## src/host_frame_pkg.sv

```systemverilog
package host_frame_pkg;

	// framing bytes exchanged with the host over the UART
	localparam logic [7:0] start_byte = 8'd255;
	localparam logic [7:0] done_byte = 8'd30;

	// largest data payload of one frame, in bytes
	localparam int max_frame_len = 64;

	// receive parser states
	typedef enum logic [1:0] {
		idle    = 2'b00,
		address = 2'b01,
		length  = 2'b10,
		data    = 2'b11
	} frame_state_e;

	// decoded view of the address word
	typedef struct packed {
		logic [1:0]  reserved;
		logic [29:0] addr;
	} addr_fields_t;

	// same word seen as the four received bytes (msb first) or as fields
	typedef union packed {
		logic [3:0][7:0] bytes;
		addr_fields_t    fields;
	} addr_word_u;

endpackage

```

## src/mcb_pkg.sv

```systemverilog
package mcb_pkg;

	// user port widths
	localparam int addr_width = 30;
	localparam int data_width = 32;
	localparam int bl_width = 6;

	// command codes
	localparam logic [2:0] instr_write = 3'b000;

	// fifo depths on the host side of the port
	localparam int wfifo_depth = 64;
	localparam int rfifo_depth = 16;

	// one command on the command path
	// bl holds the burst length in words minus one
	typedef struct packed {
		logic [2:0]            instr;
		logic [bl_width-1:0]   bl;
		logic [addr_width-1:0] addr;
	} mcb_cmd_t;

endpackage

```

## src/frame_parser.sv

```systemverilog
module frame_parser (
	input  logic                            clk,
	input  logic                            reset,
	input  logic                            rx_done_tick,
	input  logic [7:0]                      rx_data,
	output logic                            word_push,
	output logic [mcb_pkg::data_width-1:0]  word_data,
	output logic                            frame_done,
	output mcb_pkg::mcb_cmd_t               frame_cmd
);

	host_frame_pkg::frame_state_e state;
	host_frame_pkg::addr_word_u addr_word;
	logic [1:0] addr_cnt;
	logic [mcb_pkg::bl_width-1:0] frame_bl;
	logic [mcb_pkg::bl_width-1:0] data_cnt;
	logic len_ok;
	logic last_byte;

	// accepted lengths are 1 to max_frame_len
	assign len_ok = (rx_data != 8'd0) &&
		(rx_data <= 8'(host_frame_pkg::max_frame_len));

	// frame_bl is already length minus one
	assign last_byte = (state == host_frame_pkg::data) && (data_cnt == frame_bl);

	always_ff @(posedge clk) begin
		if (reset) begin
			state <= host_frame_pkg::idle;
			addr_cnt <= '0;
			data_cnt <= '0;
			word_push <= 1'b0;
			frame_done <= 1'b0;
		end else begin
			// strobes last one cycle
			word_push <= 1'b0;
			frame_done <= 1'b0;
			if (rx_done_tick) begin
				case (state)
					host_frame_pkg::idle: begin
						// anything but the start byte is skipped
						if (rx_data == host_frame_pkg::start_byte) begin
							state <= host_frame_pkg::address;
							addr_cnt <= '0;
						end
					end
					host_frame_pkg::address: begin
						addr_cnt <= addr_cnt + 1'b1;
						if (addr_cnt == 2'd3) begin
							state <= host_frame_pkg::length;
						end
					end
					host_frame_pkg::length: begin
						data_cnt <= '0;
						// bad length drops the frame silently
						state <= len_ok ? host_frame_pkg::data : host_frame_pkg::idle;
					end
					host_frame_pkg::data: begin
						word_push <= 1'b1;
						data_cnt <= data_cnt + 1'b1;
						if (last_byte) begin
							frame_done <= 1'b1;
							state <= host_frame_pkg::idle;
						end
					end
					default: state <= host_frame_pkg::idle;
				endcase
			end
		end
	end

	// payload registers
	always_ff @(posedge clk) begin
		if (rx_done_tick) begin
			if (state == host_frame_pkg::address) begin
				// msb arrives first, shift towards the top
				addr_word.bytes <= {addr_word.bytes[2:0], rx_data};
			end
			if (state == host_frame_pkg::length) begin
				frame_bl <= rx_data[mcb_pkg::bl_width-1:0] - 1'b1;
			end
			if (state == host_frame_pkg::data) begin
				word_data <= {{(mcb_pkg::data_width - 8){1'b0}}, rx_data};
			end
			if (last_byte) begin
				frame_cmd.instr <= mcb_pkg::instr_write;
				frame_cmd.bl <= frame_bl;
				frame_cmd.addr <= addr_word.fields.addr;
			end
		end
	end

endmodule

```

## src/mcb_write_port.sv

```systemverilog
module mcb_write_port (
	input  logic                           clk,
	input  logic                           reset,
	input  logic                           fifo_empty,
	input  logic [mcb_pkg::data_width-1:0] fifo_head,
	output logic                           fifo_pop,
	input  logic                           frame_done,
	input  mcb_pkg::mcb_cmd_t              frame_cmd,
	input  logic                           wr_full,
	input  logic                           cmd_full,
	output logic                           wr_en,
	output logic [mcb_pkg::data_width-1:0] wr_data,
	output logic                           cmd_en,
	output mcb_pkg::mcb_cmd_t              cmd
);

	// slot 0 is always the oldest pending command
	logic [1:0] pend_valid;
	logic [1:0] valid_n;
	mcb_pkg::mcb_cmd_t [1:0] pend_cmd;
	mcb_pkg::mcb_cmd_t [1:0] cmd_n;
	logic [1:0][mcb_pkg::bl_width:0] pend_remain;
	logic [1:0][mcb_pkg::bl_width:0] remain_n;
	// words already written for the frame still being received
	logic [mcb_pkg::bl_width:0] loose;
	logic [mcb_pkg::bl_width:0] loose_n;
	logic [mcb_pkg::bl_width:0] new_remain;

	assign wr_en = !fifo_empty && !wr_full;
	assign fifo_pop = wr_en;
	assign wr_data = fifo_head;

	assign cmd_en = pend_valid[0] && (pend_remain[0] == '0) && !cmd_full;
	assign cmd = pend_cmd[0];

	always_comb begin
		valid_n = pend_valid;
		cmd_n = pend_cmd;
		remain_n = pend_remain;
		loose_n = loose;
		new_remain = '0;

		// each written word belongs to the oldest frame still owing words
		if (wr_en) begin
			if (pend_valid[0] && (pend_remain[0] != '0)) begin
				remain_n[0] = pend_remain[0] - 1'b1;
			end else if (pend_valid[1] && (pend_remain[1] != '0)) begin
				remain_n[1] = pend_remain[1] - 1'b1;
			end else begin
				loose_n = loose + 1'b1;
			end
		end

		// retire the issued command, move the younger one up
		if (cmd_en) begin
			valid_n[0] = valid_n[1];
			cmd_n[0] = cmd_n[1];
			remain_n[0] = remain_n[1];
			valid_n[1] = 1'b0;
		end

		// words of this frame not yet written
		if (frame_done) begin
			new_remain = {1'b0, frame_cmd.bl} + 1'b1 - loose_n;
			loose_n = '0;
			if (!valid_n[0]) begin
				valid_n[0] = 1'b1;
				cmd_n[0] = frame_cmd;
				remain_n[0] = new_remain;
			end else begin
				valid_n[1] = 1'b1;
				cmd_n[1] = frame_cmd;
				remain_n[1] = new_remain;
			end
		end
	end

	always_ff @(posedge clk) begin
		if (reset) begin
			pend_valid <= '0;
			loose <= '0;
		end else begin
			pend_valid <= valid_n;
			loose <= loose_n;
		end
	end

	always_ff @(posedge clk) begin
		pend_cmd <= cmd_n;
		pend_remain <= remain_n;
	end

endmodule

```

## src/reply_sender.sv

```systemverilog
module reply_sender (
	input  logic       clk,
	input  logic       reset,
	input  logic       fifo_empty,
	input  logic [7:0] fifo_head,
	output logic       fifo_pop,
	input  logic       tx_busy,
	output logic       tx_start,
	output logic [7:0] tx_data
);

	// start issued in the previous cycle
	logic start_q;

	// the transmitter raises tx_busy one cycle after a start,
	// so a start right after another one is held back
	assign tx_start = !fifo_empty && !tx_busy && !start_q;

	// byte leaves the fifo as the transmitter takes it
	assign fifo_pop = tx_start;
	assign tx_data = fifo_head;

	always_ff @(posedge clk) begin
		if (reset) begin
			start_q <= 1'b0;
		end else begin
			start_q <= tx_start;
		end
	end

endmodule

```

## src/sync_fifo.sv

```systemverilog
module sync_fifo #(
	parameter int width = 8,
	parameter int depth = 16
) (
	input  logic             clk,
	input  logic             reset,
	input  logic             push,
	input  logic             pop,
	input  logic [width-1:0] din,
	output logic [width-1:0] dout,
	output logic             full,
	output logic             empty
);

	localparam int ptr_width = $clog2(depth);
	localparam int count_width = $clog2(depth + 1);
	localparam logic [ptr_width-1:0] last_slot = ptr_width'(depth - 1);
	localparam logic [count_width-1:0] full_count = count_width'(depth);

	logic [width-1:0] mem [depth];
	logic [ptr_width-1:0] rd_ptr;
	logic [ptr_width-1:0] wr_ptr;
	logic [count_width-1:0] count;
	logic do_push;
	logic do_pop;

	// push on full and pop on empty are dropped
	assign do_push = push && !full;
	assign do_pop = pop && !empty;

	assign full = (count == full_count);
	assign empty = (count == '0);

	// head word shows through while not empty
	assign dout = mem[rd_ptr];

	always_ff @(posedge clk) begin
		if (reset) begin
			rd_ptr <= '0;
			wr_ptr <= '0;
			count <= '0;
		end else begin
			if (do_push) begin
				wr_ptr <= (wr_ptr == last_slot) ? '0 : wr_ptr + 1'b1;
			end
			if (do_pop) begin
				rd_ptr <= (rd_ptr == last_slot) ? '0 : rd_ptr + 1'b1;
			end
			case ({do_push, do_pop})
				2'b10:   count <= count + 1'b1;
				2'b01:   count <= count - 1'b1;
				default: count <= count;
			endcase
		end
	end

	always_ff @(posedge clk) begin
		if (do_push) begin
			mem[wr_ptr] <= din;
		end
	end

endmodule

```

## src/traffic_generator.sv

```systemverilog
module traffic_generator (
	input  logic                           clk,
	input  logic                           reset,
	input  logic                           rx_done_tick,
	input  logic [7:0]                     rx_data,
	output logic                           tx_start,
	output logic [7:0]                     tx_data,
	input  logic                           tx_busy,
	output logic                           cmd_en,
	output logic [2:0]                     cmd_instr,
	output logic [mcb_pkg::bl_width-1:0]   cmd_bl,
	output logic [mcb_pkg::addr_width-1:0] cmd_addr,
	input  logic                           cmd_full,
	output logic                           wr_en,
	output logic [mcb_pkg::data_width-1:0] wr_data,
	input  logic                           wr_full
);

	// parser to write fifo
	logic word_push;
	logic [mcb_pkg::data_width-1:0] word_data;

	// write fifo to mcb port
	logic word_pop;
	logic word_empty;
	logic [mcb_pkg::data_width-1:0] word_head;

	// end of frame, also queues the done byte
	logic frame_done;
	mcb_pkg::mcb_cmd_t frame_cmd;
	mcb_pkg::mcb_cmd_t cmd;

	// reply fifo to transmitter
	logic reply_pop;
	logic reply_empty;
	logic [7:0] reply_head;

	assign cmd_instr = cmd.instr;
	assign cmd_bl = cmd.bl;
	assign cmd_addr = cmd.addr;

	frame_parser parser (
		.clk         (clk),
		.reset       (reset),
		.rx_done_tick(rx_done_tick),
		.rx_data     (rx_data),
		.word_push   (word_push),
		.word_data   (word_data),
		.frame_done  (frame_done),
		.frame_cmd   (frame_cmd)
	);

	sync_fifo #(
		.width(mcb_pkg::data_width),
		.depth(mcb_pkg::wfifo_depth)
	) word_fifo (
		.clk  (clk),
		.reset(reset),
		.push (word_push),
		.pop  (word_pop),
		.din  (word_data),
		.dout (word_head),
		.full (),
		.empty(word_empty)
	);

	mcb_write_port write_port (
		.clk       (clk),
		.reset     (reset),
		.fifo_empty(word_empty),
		.fifo_head (word_head),
		.fifo_pop  (word_pop),
		.frame_done(frame_done),
		.frame_cmd (frame_cmd),
		.wr_full   (wr_full),
		.cmd_full  (cmd_full),
		.wr_en     (wr_en),
		.wr_data   (wr_data),
		.cmd_en    (cmd_en),
		.cmd       (cmd)
	);

	sync_fifo #(
		.width(8),
		.depth(mcb_pkg::rfifo_depth)
	) reply_fifo (
		.clk  (clk),
		.reset(reset),
		.push (frame_done),
		.pop  (reply_pop),
		.din  (host_frame_pkg::done_byte),
		.dout (reply_head),
		.full (),
		.empty(reply_empty)
	);

	reply_sender sender (
		.clk       (clk),
		.reset     (reset),
		.fifo_empty(reply_empty),
		.fifo_head (reply_head),
		.fifo_pop  (reply_pop),
		.tx_busy   (tx_busy),
		.tx_start  (tx_start),
		.tx_data   (tx_data)
	);

endmodule

```

## config.mk

```make
export PLATFORM = sky130hd
export DESIGN_NAME = traffic_generator
export DESIGN_NICKNAME = d
export VERILOG_FILES = /design/src/host_frame_pkg.sv /design/src/mcb_pkg.sv /design/src/frame_parser.sv /design/src/mcb_write_port.sv /design/src/reply_sender.sv /design/src/sync_fifo.sv /design/src/traffic_generator.sv
export SDC_FILE = /design/constraint.sdc
export NUM_CORES = 1
export LEC_CHECK = 0
export ABC_AREA = 1
export BUFFER_PORTS_ARGS = -buffer_cell sky130_fd_sc_hd__buf_2
export CAP_MARGIN = 10
export CORE_ASPECT_RATIO = 0.9
export CORE_UTILIZATION = 60
export CTS_BUF_LIST = sky130_fd_sc_hd__clkbuf_4
export DETAILED_ROUTE_END_ITERATION = 10
export PLACE_DENSITY = 0.81
export SYNTH_ARGS = -nofsm -noshare
export SYNTH_HDL_FRONTEND = slang
export SYNTH_SLANG_ARGS = --single-unit
```

## constraint.sdc

```tcl
create_clock -name clk -period 4 [get_ports clk]
set_input_delay 0.4 -clock clk [delete_from_list [all_inputs] [get_ports clk]]
set_output_delay 0.4 -clock clk [all_outputs]
set_load 0.02 [all_outputs]
```

# Yosys cells after proc, flatten, opt, wreduce, memory -nomap -nowiden
# Memories as Yosys holds them, arrays and structs flattened. A register that Yosys moved wholly into a read port is not among the register bits.
# Index checks and enable logic that the tools add are counted.
classes:
  n_eq_ne: 17
  n_lt_le_gt_ge: 1
  reduce_logical: 43
  add_sub_neg: 14
  n_bitwise: 2
  n_mux: 35
op_table:
  columns: ["cell", "n"]
  rows:
  - ["$mux W39", 3]
  - ["$mux W7", 9]
  - ["$mux W14", 2]
  - ["$mux W6", 4]
  - ["$sub A7 B1 Y7 const B", 3]
  - ["$add A6 B1 Y6 const B", 3]
  - ["$add A7 B1 Y7 const B", 2]
  - ["$logic_not A7 Y1", 2]
  - ["$mux W2", 7]
  - ["$pmux W7 S2", 1]
  - ["$reduce_bool A7 Y1", 2]
  - ["$logic_and A1 B1 Y1", 13]
  - ["$eq A6 B6 Y1 const B", 2]
  - ["$pmux W6 S2", 1]
  - ["$reduce_and A2 Y1", 6]
  - ["$eq A2 B2 Y1 const B", 5]
  - ["$pmux W5 S2", 1]
  - ["$eq A8 B8 Y1 const B", 1]
  - ["$le A8 B7 Y1 const B", 1]
  - ["$logic_not A1 Y1", 8]
  - ["$pmux W2 S4", 1]
  - ["$reduce_bool A2 Y1", 4]
  - ["$reduce_bool A8 Y1", 1]
  - ["$add A6 B1 Y7 const B", 1]
  - ["19 further kinds", 29]
word_totals:
  in_bits: 14
  n_memories: 1
  ramBits: 512
  output_inout_bits: 82
  reg_bits: 215
  wordCells: 137
memory_table:
  columns: ["name", "words", "word_bits", "rd", "rd_clocked_by_memory_dff", "wr", "line", "rtl"]
  rows:
  - ["word_fifo.mem", 64, 8, 1, 1, 1, "sync_fifo.sv:20", "logic [width-1:0] mem [depth];"]

# Depth between registers and ports, before layout
# Gate-level depths: netlist of run 1.
depth:
  word_depth: 8
  mapped_depth: 22
  ltp_nobuf: 22

# Modules after synthesis
# From an unflattened synthesis of run 1, not the netlist that was laid out.
unflattened:
  cells_unflattened: 8317
  hier_area_um2: 98508.2
modules_own_cells:
  columns: ["module", "area_per_inst_um2", "n_inst", "cells_per_inst", "seq_area_each_um2"]
  rows:
  - ["sync_fifo (word_fifo)", 83385.0, 1, 6919, 61999.5]
  - ["sync_fifo (reply_fifo)", 6206.0, 1, 547, 4184.0]
  - ["mcb_write_port", 5320.1, 1, 582, 2412.3]
  - ["frame_parser", 3480.8, 1, 252, 2642.5]
  - ["reply_sender", 108.9, 1, 15, 20.0]
  - ["traffic_generator", 7.5, 1, 2, 0.0]

# Worst setup path before layout of run 1
# Ideal clock, no wire load.
synth_timing:
  kind: "input to register"
  startpoint: "input rx_done_tick"
  endpoint: "register, netlist name parser.frame_cmd[0]"
  cell_stages: 4
  setup_time_ns: 0.429
  arrival_time_ns: 2.730
  setup_slack_ns: 0.840
  required_time_ns: 3.571
  path_buffers: 0
  cell_sequence: "nand2_1 -> nor2_1 -> inv_1 -> nor2_1"
synth_between:
  elab_chain_cells: 1
synth_lines:
  columns: ["element", "line", "rtl"]
  rows:
  - ["from (decl)", "traffic_generator.sv:4", "input logic rx_done_tick,"]
  - ["$reduce_and A2 Y1 (no source line)", null, null]
# Every way passes these cells.
# A chain may end at the register's enable or synchronous reset.

==> results.toml, run 1 <==
[cells_and_area]
seq_area_um2 = 20970
nFillCells = 3471
drive_gt1_share_pct = 15.58
finish.instance_area_um2 = 33180
fin_nets = 2744
syn_to_final_growth_pct = 10.04
multiInputGateArea_um2 = 7692

[min_path]
hp-class = "in2reg"

[floorplan]
fp.dieW_um = 238.3
die_y_um = 214.7
core_um2 = 49330
num_rows = 77
dieArea_um2 = 51160
start_util_pct = 61.13
io_pins = 96

[logic_synthesis]
synth-edff-count = 628
synth.avg_cell_area_um2 = 11.84
post-synth-top-area-cell = "edfxtp_1"
yosys_warnings = 0
ys_top_cells_by_count = "edfxtp_1, nor2_1, nand2_1"
synth_area_leaders = "edfxtp_1, dfxtp_1, o21ai_0"
synth_top_area_share_pct = 62.54
yosysUniqueCellTypes = 51
syn_area_um2 = 30150
yosysMostFrequentCell = "edfxtp_1"
synth_cells = 2546
yosysSeqAreaShare_pct = 69.51
synth_seq_cells = 733
ys_dominant_reg_cell = "edfxtp_1"
async_flop_share_pct = 0

[timing]
maxSlewHeadroom_pct = 28.58
postLayoutSetupSlackWorst_ns = 0.1023
hold_viol = 0
fin_worst_skew_ns = 0.07363
tightest_slew_ns = 1.069
fin_crit_ns = 3.898
tns_ns = 0
period_share_pct = 97.44
fmax_mhz = 256.6
setup_viol = 0
rsz0062_at_grt = "true"
final_max_slew_viol_count = 0

[worst_setup_path]
critPathRequiredTime_ns = 3.60
start_kind = "register"
cp-end-kind = "output port"
arrival_ns = 3.50
cp_max_fo = 116
path_class = "reg2out"

[clocking]
cts_tree = "built"
numCtsBuffers = 173
cts_num_sinks = 733
root_buffer = "clkbuf_4"
cts.htree.levels = 4
clock_path_buffers = 3
clock_latency_ns = 1.03
clk_pin_slew_worst_paths_ns = 0.06

[place]
hpwl_um = 40150
dpl-instance-area_um2 = 30690
gp_congestion = 0.9451
dp_slack_ns = 0.6511
io_buffers = 63

[routing]
dr.pass1.iters = 6
vias = 20560
drc_errors = 0
drt_iter0_drc = 2270
routedWlPerCell_um = 19.72
detail-route-antenna-nets = 0
via_per_inst = 5.864
route.final.wire_length_um = 69110

[pwr]
power.density_nw_per_um2 = 554.9
power_w = 0.01841
leakage_nw = 11.89
vdd_ir_drop_max_uv = 430.6

[global_route]
grt-ovfl-total = 0
grt_pass1_vias = 19950
antenna_found_initial = 4
grt_max_degree = 117
grt_pass1_wl_um = 106200
grt_usage_pct = 27.09

[flow_run]
drv_cap = 0

[status]
status = "finished clean"
-- through the flow --
| step | utilization (%) | hold WS [ns] | std cells |
|---|---|---|---|
| floorplan | - | 0.4003 | 2576 |
| global placement | 62.21 | 0.4007 | 3173 |
| detailed placement | 62.21 | 0.4062 | 3173 |
| CTS | 67.10 | 0.09639 | 3499 |
| global route | 67.26 | 0.1413 | 3504 |
| finish | 67.27 | 0.1775 | 3505 |
-- cells by family after synthesis --
group | count (synthesis) | share of synthesized area [%]
buffers and inverters | 295 | 5.411
and+or+nand+nor | 879 | 11.79
adders and majority gates | 34 | 1.485
AOI/OAI and AO/OA | 535 | 9.651
other | 2 | 0.02491
muxes | 36 | 1.195
xor gates and xnor gates | 32 | 0.9295
DFF | 733 | 69.51
-- placed cells by master, fill, tap and decap left out, types with 5 or more instances in the layout --
cell type	instances
o21ai_1	43
nand2_1	357
o21ai_0	303
nor2_1	392
o22ai_1	128
xor2_1	21
clkinv_1	30
nand3_1	77
xnor2_1	11
buf_2	63
nor2_4	5
edfxtp_1	628
a21oi_1	41
dlygate4sd3_1	16
nor3_1	9
inv_1	91
mux2i_1	36
clkbuf_4	262
nand4_1	16
conb_1	32
inv_2	11
dfxtp_1	102
ha_1	31
buf_4	53
-- flip-flops by register name, indices dropped and copies added, names as in the netlist, 5 cells and up, named ones only --
| register | cells |
|---|---|
| word_fifo.mem | 512 |
| write_port.cmd | 39 |
| parser.frame_cmd | 36 |
| write_port.pend_cmd | 36 |
| parser.addr_word | 30 |
| write_port.pend_remain | 14 |
| parser.word_data | 8 |
| word_fifo.count | 7 |
| write_port.loose | 7 |
| parser.data_cnt | 6 |
| parser.frame_bl | 6 |
| word_fifo.rd_ptr | 6 |
| word_fifo.wr_ptr | 6 |
| reply_fifo.count | 5 |
-- worst max-delay path: stages (launching register included) --
cell	delay [ns]
dfxtp_4	0.56
buf_16	0.38
o21ai_0	0.16
o22ai_1	0.26
nand2_1	0.10
nand2_2	0.17
nand2_1	0.07
nand3_1	0.12
nand3_1	0.21
nand2_1	0.20
buf_2	0.19
-- metal layers --
metal  GRT usage (%)  up-vias  wire length [µm]
met5               0        -                 9
met1           34.43     9763             25980
met3           6.269      227              6759
met4           15.94        2              3171
met2           42.74     1199             33190
li1                -     9364                 -
-- cell type report --
cell class / count / area share [%]
Multi-Input combinational cell: 1548 / 23.18
Sequential cell: 733 / 63.19
Clock inverter: 48 / 0.8107
Tap cell: 671 / 2.530
Clock buffer: 262 / 5.928
Inverter: 99 / 1.158
Antenna cell: 3 / 0.02262
Timing Repair Buffer: 141 / 3.175
-- power by group --
part           leakage (nW)  switching, W  internal (W)  total [W]
Combinational          4.06       0.00264       0.00128    0.00391
Sequential             6.50      0.000163       0.00830    0.00846
Clock                  1.34       0.00291       0.00313    0.00604
-- final timing paths --
check                           slack [ns]                   endpoint                      start  cells after the start
worst max register to register        0.65  write_port.pend_remain[5]  write_port.pend_remain[0]                     20
worst min register to register        0.42       parser.frame_cmd[24]       parser.addr_word[24]                      0
worst min-delay path                  0.18        parser.word_data[5]                 rx_data[5]                      2
worst max-delay path                  0.10                 wr_data[2]                   register                     10
-- what timing repair did --
action | 4_1_cts | 5_1_grt
endpoints found under the setup margin | 4 | 7
buffers inserted | 0 | 2
hold buffers | 16 | 0
endpoints found under the hold margin | 66 | 0
cloned | 0 | 0
resized for setup | 3 | 2
pin swaps | 0 | 0
(Power assumes the default switching activity.)
==> inputs of run 2 (changes only) <==
--- a/config.mk
+++ b/config.mk
@@ -5,7 +5,6 @@
 export SDC_FILE = /design/constraint.sdc
 export NUM_CORES = 1
 export LEC_CHECK = 0
-export ABC_AREA = 1
 export BUFFER_PORTS_ARGS = -buffer_cell sky130_fd_sc_hd__buf_2
 export CAP_MARGIN = 10
 export CORE_ASPECT_RATIO = 0.9
==> results.toml, run 2 <==
[status]
status = "finished clean"

[logic_synthesis]
post-synth-top-area-cell = "edfxtp_1"
async_flop_share_pct = 0
ys_top_cells_by_count = "edfxtp_1, nor2_1, nand2_1"
synth_area_leaders = "edfxtp_1, mux4_2, dfxtp_1"
synth_cells = 1765
yosysUniqueCellTypes = 66
synth_seq_cells = 733
synth-edff-count = 628
synth_top_area_share_pct = 64.59
synth.avg_cell_area_um2 = 16.54
yosysMostFrequentCell = "edfxtp_1"
syn_area_um2 = 29200
yosys_warnings = 0
yosysSeqAreaShare_pct = 71.79
ys_dominant_reg_cell = "edfxtp_1"

[min_path]
worstHoldPathCells = 5
hp-class = "in2reg"

[cells_and_area]
mostFrequentLayoutCells = "edfxtp_1, clkbuf_4, nor2_1"
instances_no_fill = 2739
mostFrequentLayoutCell = "edfxtp_1"
largest_reg_flops = 512
finish.instance_area_um2 = 32600
largest_register = "word_fifo.mem"
drive_gt1_share_pct = 26.20
utilization_pct = 68.02
syn_to_final_growth_pct = 11.65
fin_nets = 2023

[worst_setup_path]
reg2reg_depth = 17
worstSetupEndpoint = "wr_data[2]"
crit-reg2reg-launch = "write_port.pend_remain[0]"
critPathRequiredTime_ns = 3.60
path_class = "reg2out"
start_kind = "register"
arrival_ns = 3.53
cp_max_fo = 11
r2r_slack_ns = 0.25
cp-end-kind = "output port"
r2r-end = "write_port.pend_remain[5]"

[clocking]
cts_tree = "built"
root_buffer = "clkbuf_4"
clk_pin_slew_worst_paths_ns = 0.06
numCtsBuffers = 175
cts_num_sinks = 733
cts.htree.levels = 4
clock_latency_ns = 1.02
clock_path_buffers = 3

[pwr]
switching_share_pct = 20.87
power.switching_w = 0.002995
pwr-share-seq_pct = 57.0
pwr-share-comb_pct = 0.5
leakage_nw = 10.96
power_frac_clock_pct = 42.5
vdd_ir_drop_max_uv = 406.2
power.density_nw_per_um2 = 440.2
p_int_w = 0.01136

[global_route]
grt_pass1_vias = 16820
grt_max_degree = 65
grt-ovfl-total = 0
grt_pass1_wl_um = 94820
grt_usage_pct = 26.14
antenna_found_initial = 1

[routing]
via_per_inst = 6.115
wl_met1_um = 24050
routedWlPerCell_um = 22.98
drt_iter0_drc = 1828
wl_met2_um = 30630
met3_length_um = 6126
dr.pass1.iters = 5
top_layer_used = "met4"
detail-route-antenna-nets = 0
vias = 16750
route.final.wire_length_um = 62950
drc_errors = 0

[timing]
maxSlewHeadroom_pct = 29.25
hold_viol = 0
setup_viol = 0
fin_worst_skew_ns = 0.07938
tightest_slew_ns = 1.059
fmax_mhz = 254.2
fin_crit_ns = 3.934
period_share_pct = 98.34
final_max_slew_viol_count = 0

[place]
dpl-instance-area_um2 = 30010
gp_congestion = 0.8655
io_buffers = 63
placedCellCount = 2396
hpwl_um = 37930

[floorplan]
io_pins = 96
die_y_um = 211.3
start_util_pct = 60.92
core_um2 = 47930
fp.dieW_um = 234.5
dieArea_um2 = 49550
num_rows = 76

[flow_run]
drv_cap = 0
[run 2: power by group through the flow]
stage,Clock (W),Combinational [W],Sequential (W)
6_report,0.00610,0.0000783,0.00818
3_5_place_dp,0,0.0000669,0.00834
4_1_cts,0.00618,0.0000767,0.00818
5_1_grt,0.00660,0.0000853,0.00817
3_3_place_gp,0,0.0000657,0.00834
2_1_floorplan,0,0.0000710,0.00834
[run 2: critical path: stages, from the launching register on]
cell and delay [ns]:
dfxtp_4 0.40, buf_12 0.16, mux4_1 0.56, mux2_2 0.33
o21ai_0 0.25, nor2_1 0.07, or4_1 0.59, buf_2 0.20
[run 2: logic make-up (layout without fill, tap and decap cells)]
kind of cell	after synthesis	after routing	synth area share, %
XOR/XNOR	46	46	1.380
buffers and inverters	179	495	3.582
AO/OA/AOI/OAI	186	186	4.097
other	2	36	0.02572
multiplexers	157	157	10.95
flip-flops	733	733	71.79
adder cells (fa/ha/maj)	34	34	1.534
AND/OR/NAND/NOR	428	428	6.642
[run 2: per-stage QoR]
stage           TNS, ns  total power, W  hold WS, ns  setup WS, ns
5_1_grt        -0.03068         0.01485      0.01643      -0.01661
6_report              0         0.01435      0.04794       0.06622
4_1_cts               0         0.01444    0.0008781      0.005130
3_3_place_gp          0        0.008409       0.4024        0.1715
3_5_place_dp          0        0.008410       0.4054       0.07703
2_1_floorplan         0        0.008415       0.4003        0.3996
[run 2: repair_timing]
action | CTS | global route
endpoints found under the setup margin | 8 | 10
resized for setup | 4 | 8
hold endpoints to repair | 66 | 0
hold buffers | 13 | 0
cloned | 0 | 1
buffers inserted | 6 | 6
[run 2: how the worst min path moves through the flow]
stage / to / slack, ns / start
6_report: write_port.loose[0] / 0.05 / wr_full
5_1_grt: write_port.loose[0] / 0.02 / wr_full
4_1_cts: write_port.pend_remain[13] / 0.0009 / wr_full
3_5_place_dp: parser.frame_cmd[26] / 0.41 / parser.addr_word[26]
3_3_place_gp: parser.frame_cmd[23] / 0.40 / parser.addr_word[23]
2_1_floorplan: parser.frame_cmd[22] / 0.40 / parser.addr_word[22]
[run 2: layer usage]
layer / track usage (%) / vias up
li1: - / 7261
met1: 34.12 / 8342
met2: 41.05 / 1002
met3: 6.736 / 145
met4: 12.93 / 0
met5: 0 / -
[run 2: area by class of cell]
| class | instances | area (µm²) |
|---|---|---|
| diodes | 4 | 10.01 |
| clock buffers | 265 | 1989 |
| clock inverters | 48 | 276.5 |
| fillers | 3036 | 15330 |
| inverters | 32 | 120.1 |
| multi-input cells | 883 | 7326 |
| flip-flops and latches | 733 | 20970 |
| well taps | 624 | 780.7 |
| repair buffers | 150 | 1124 |
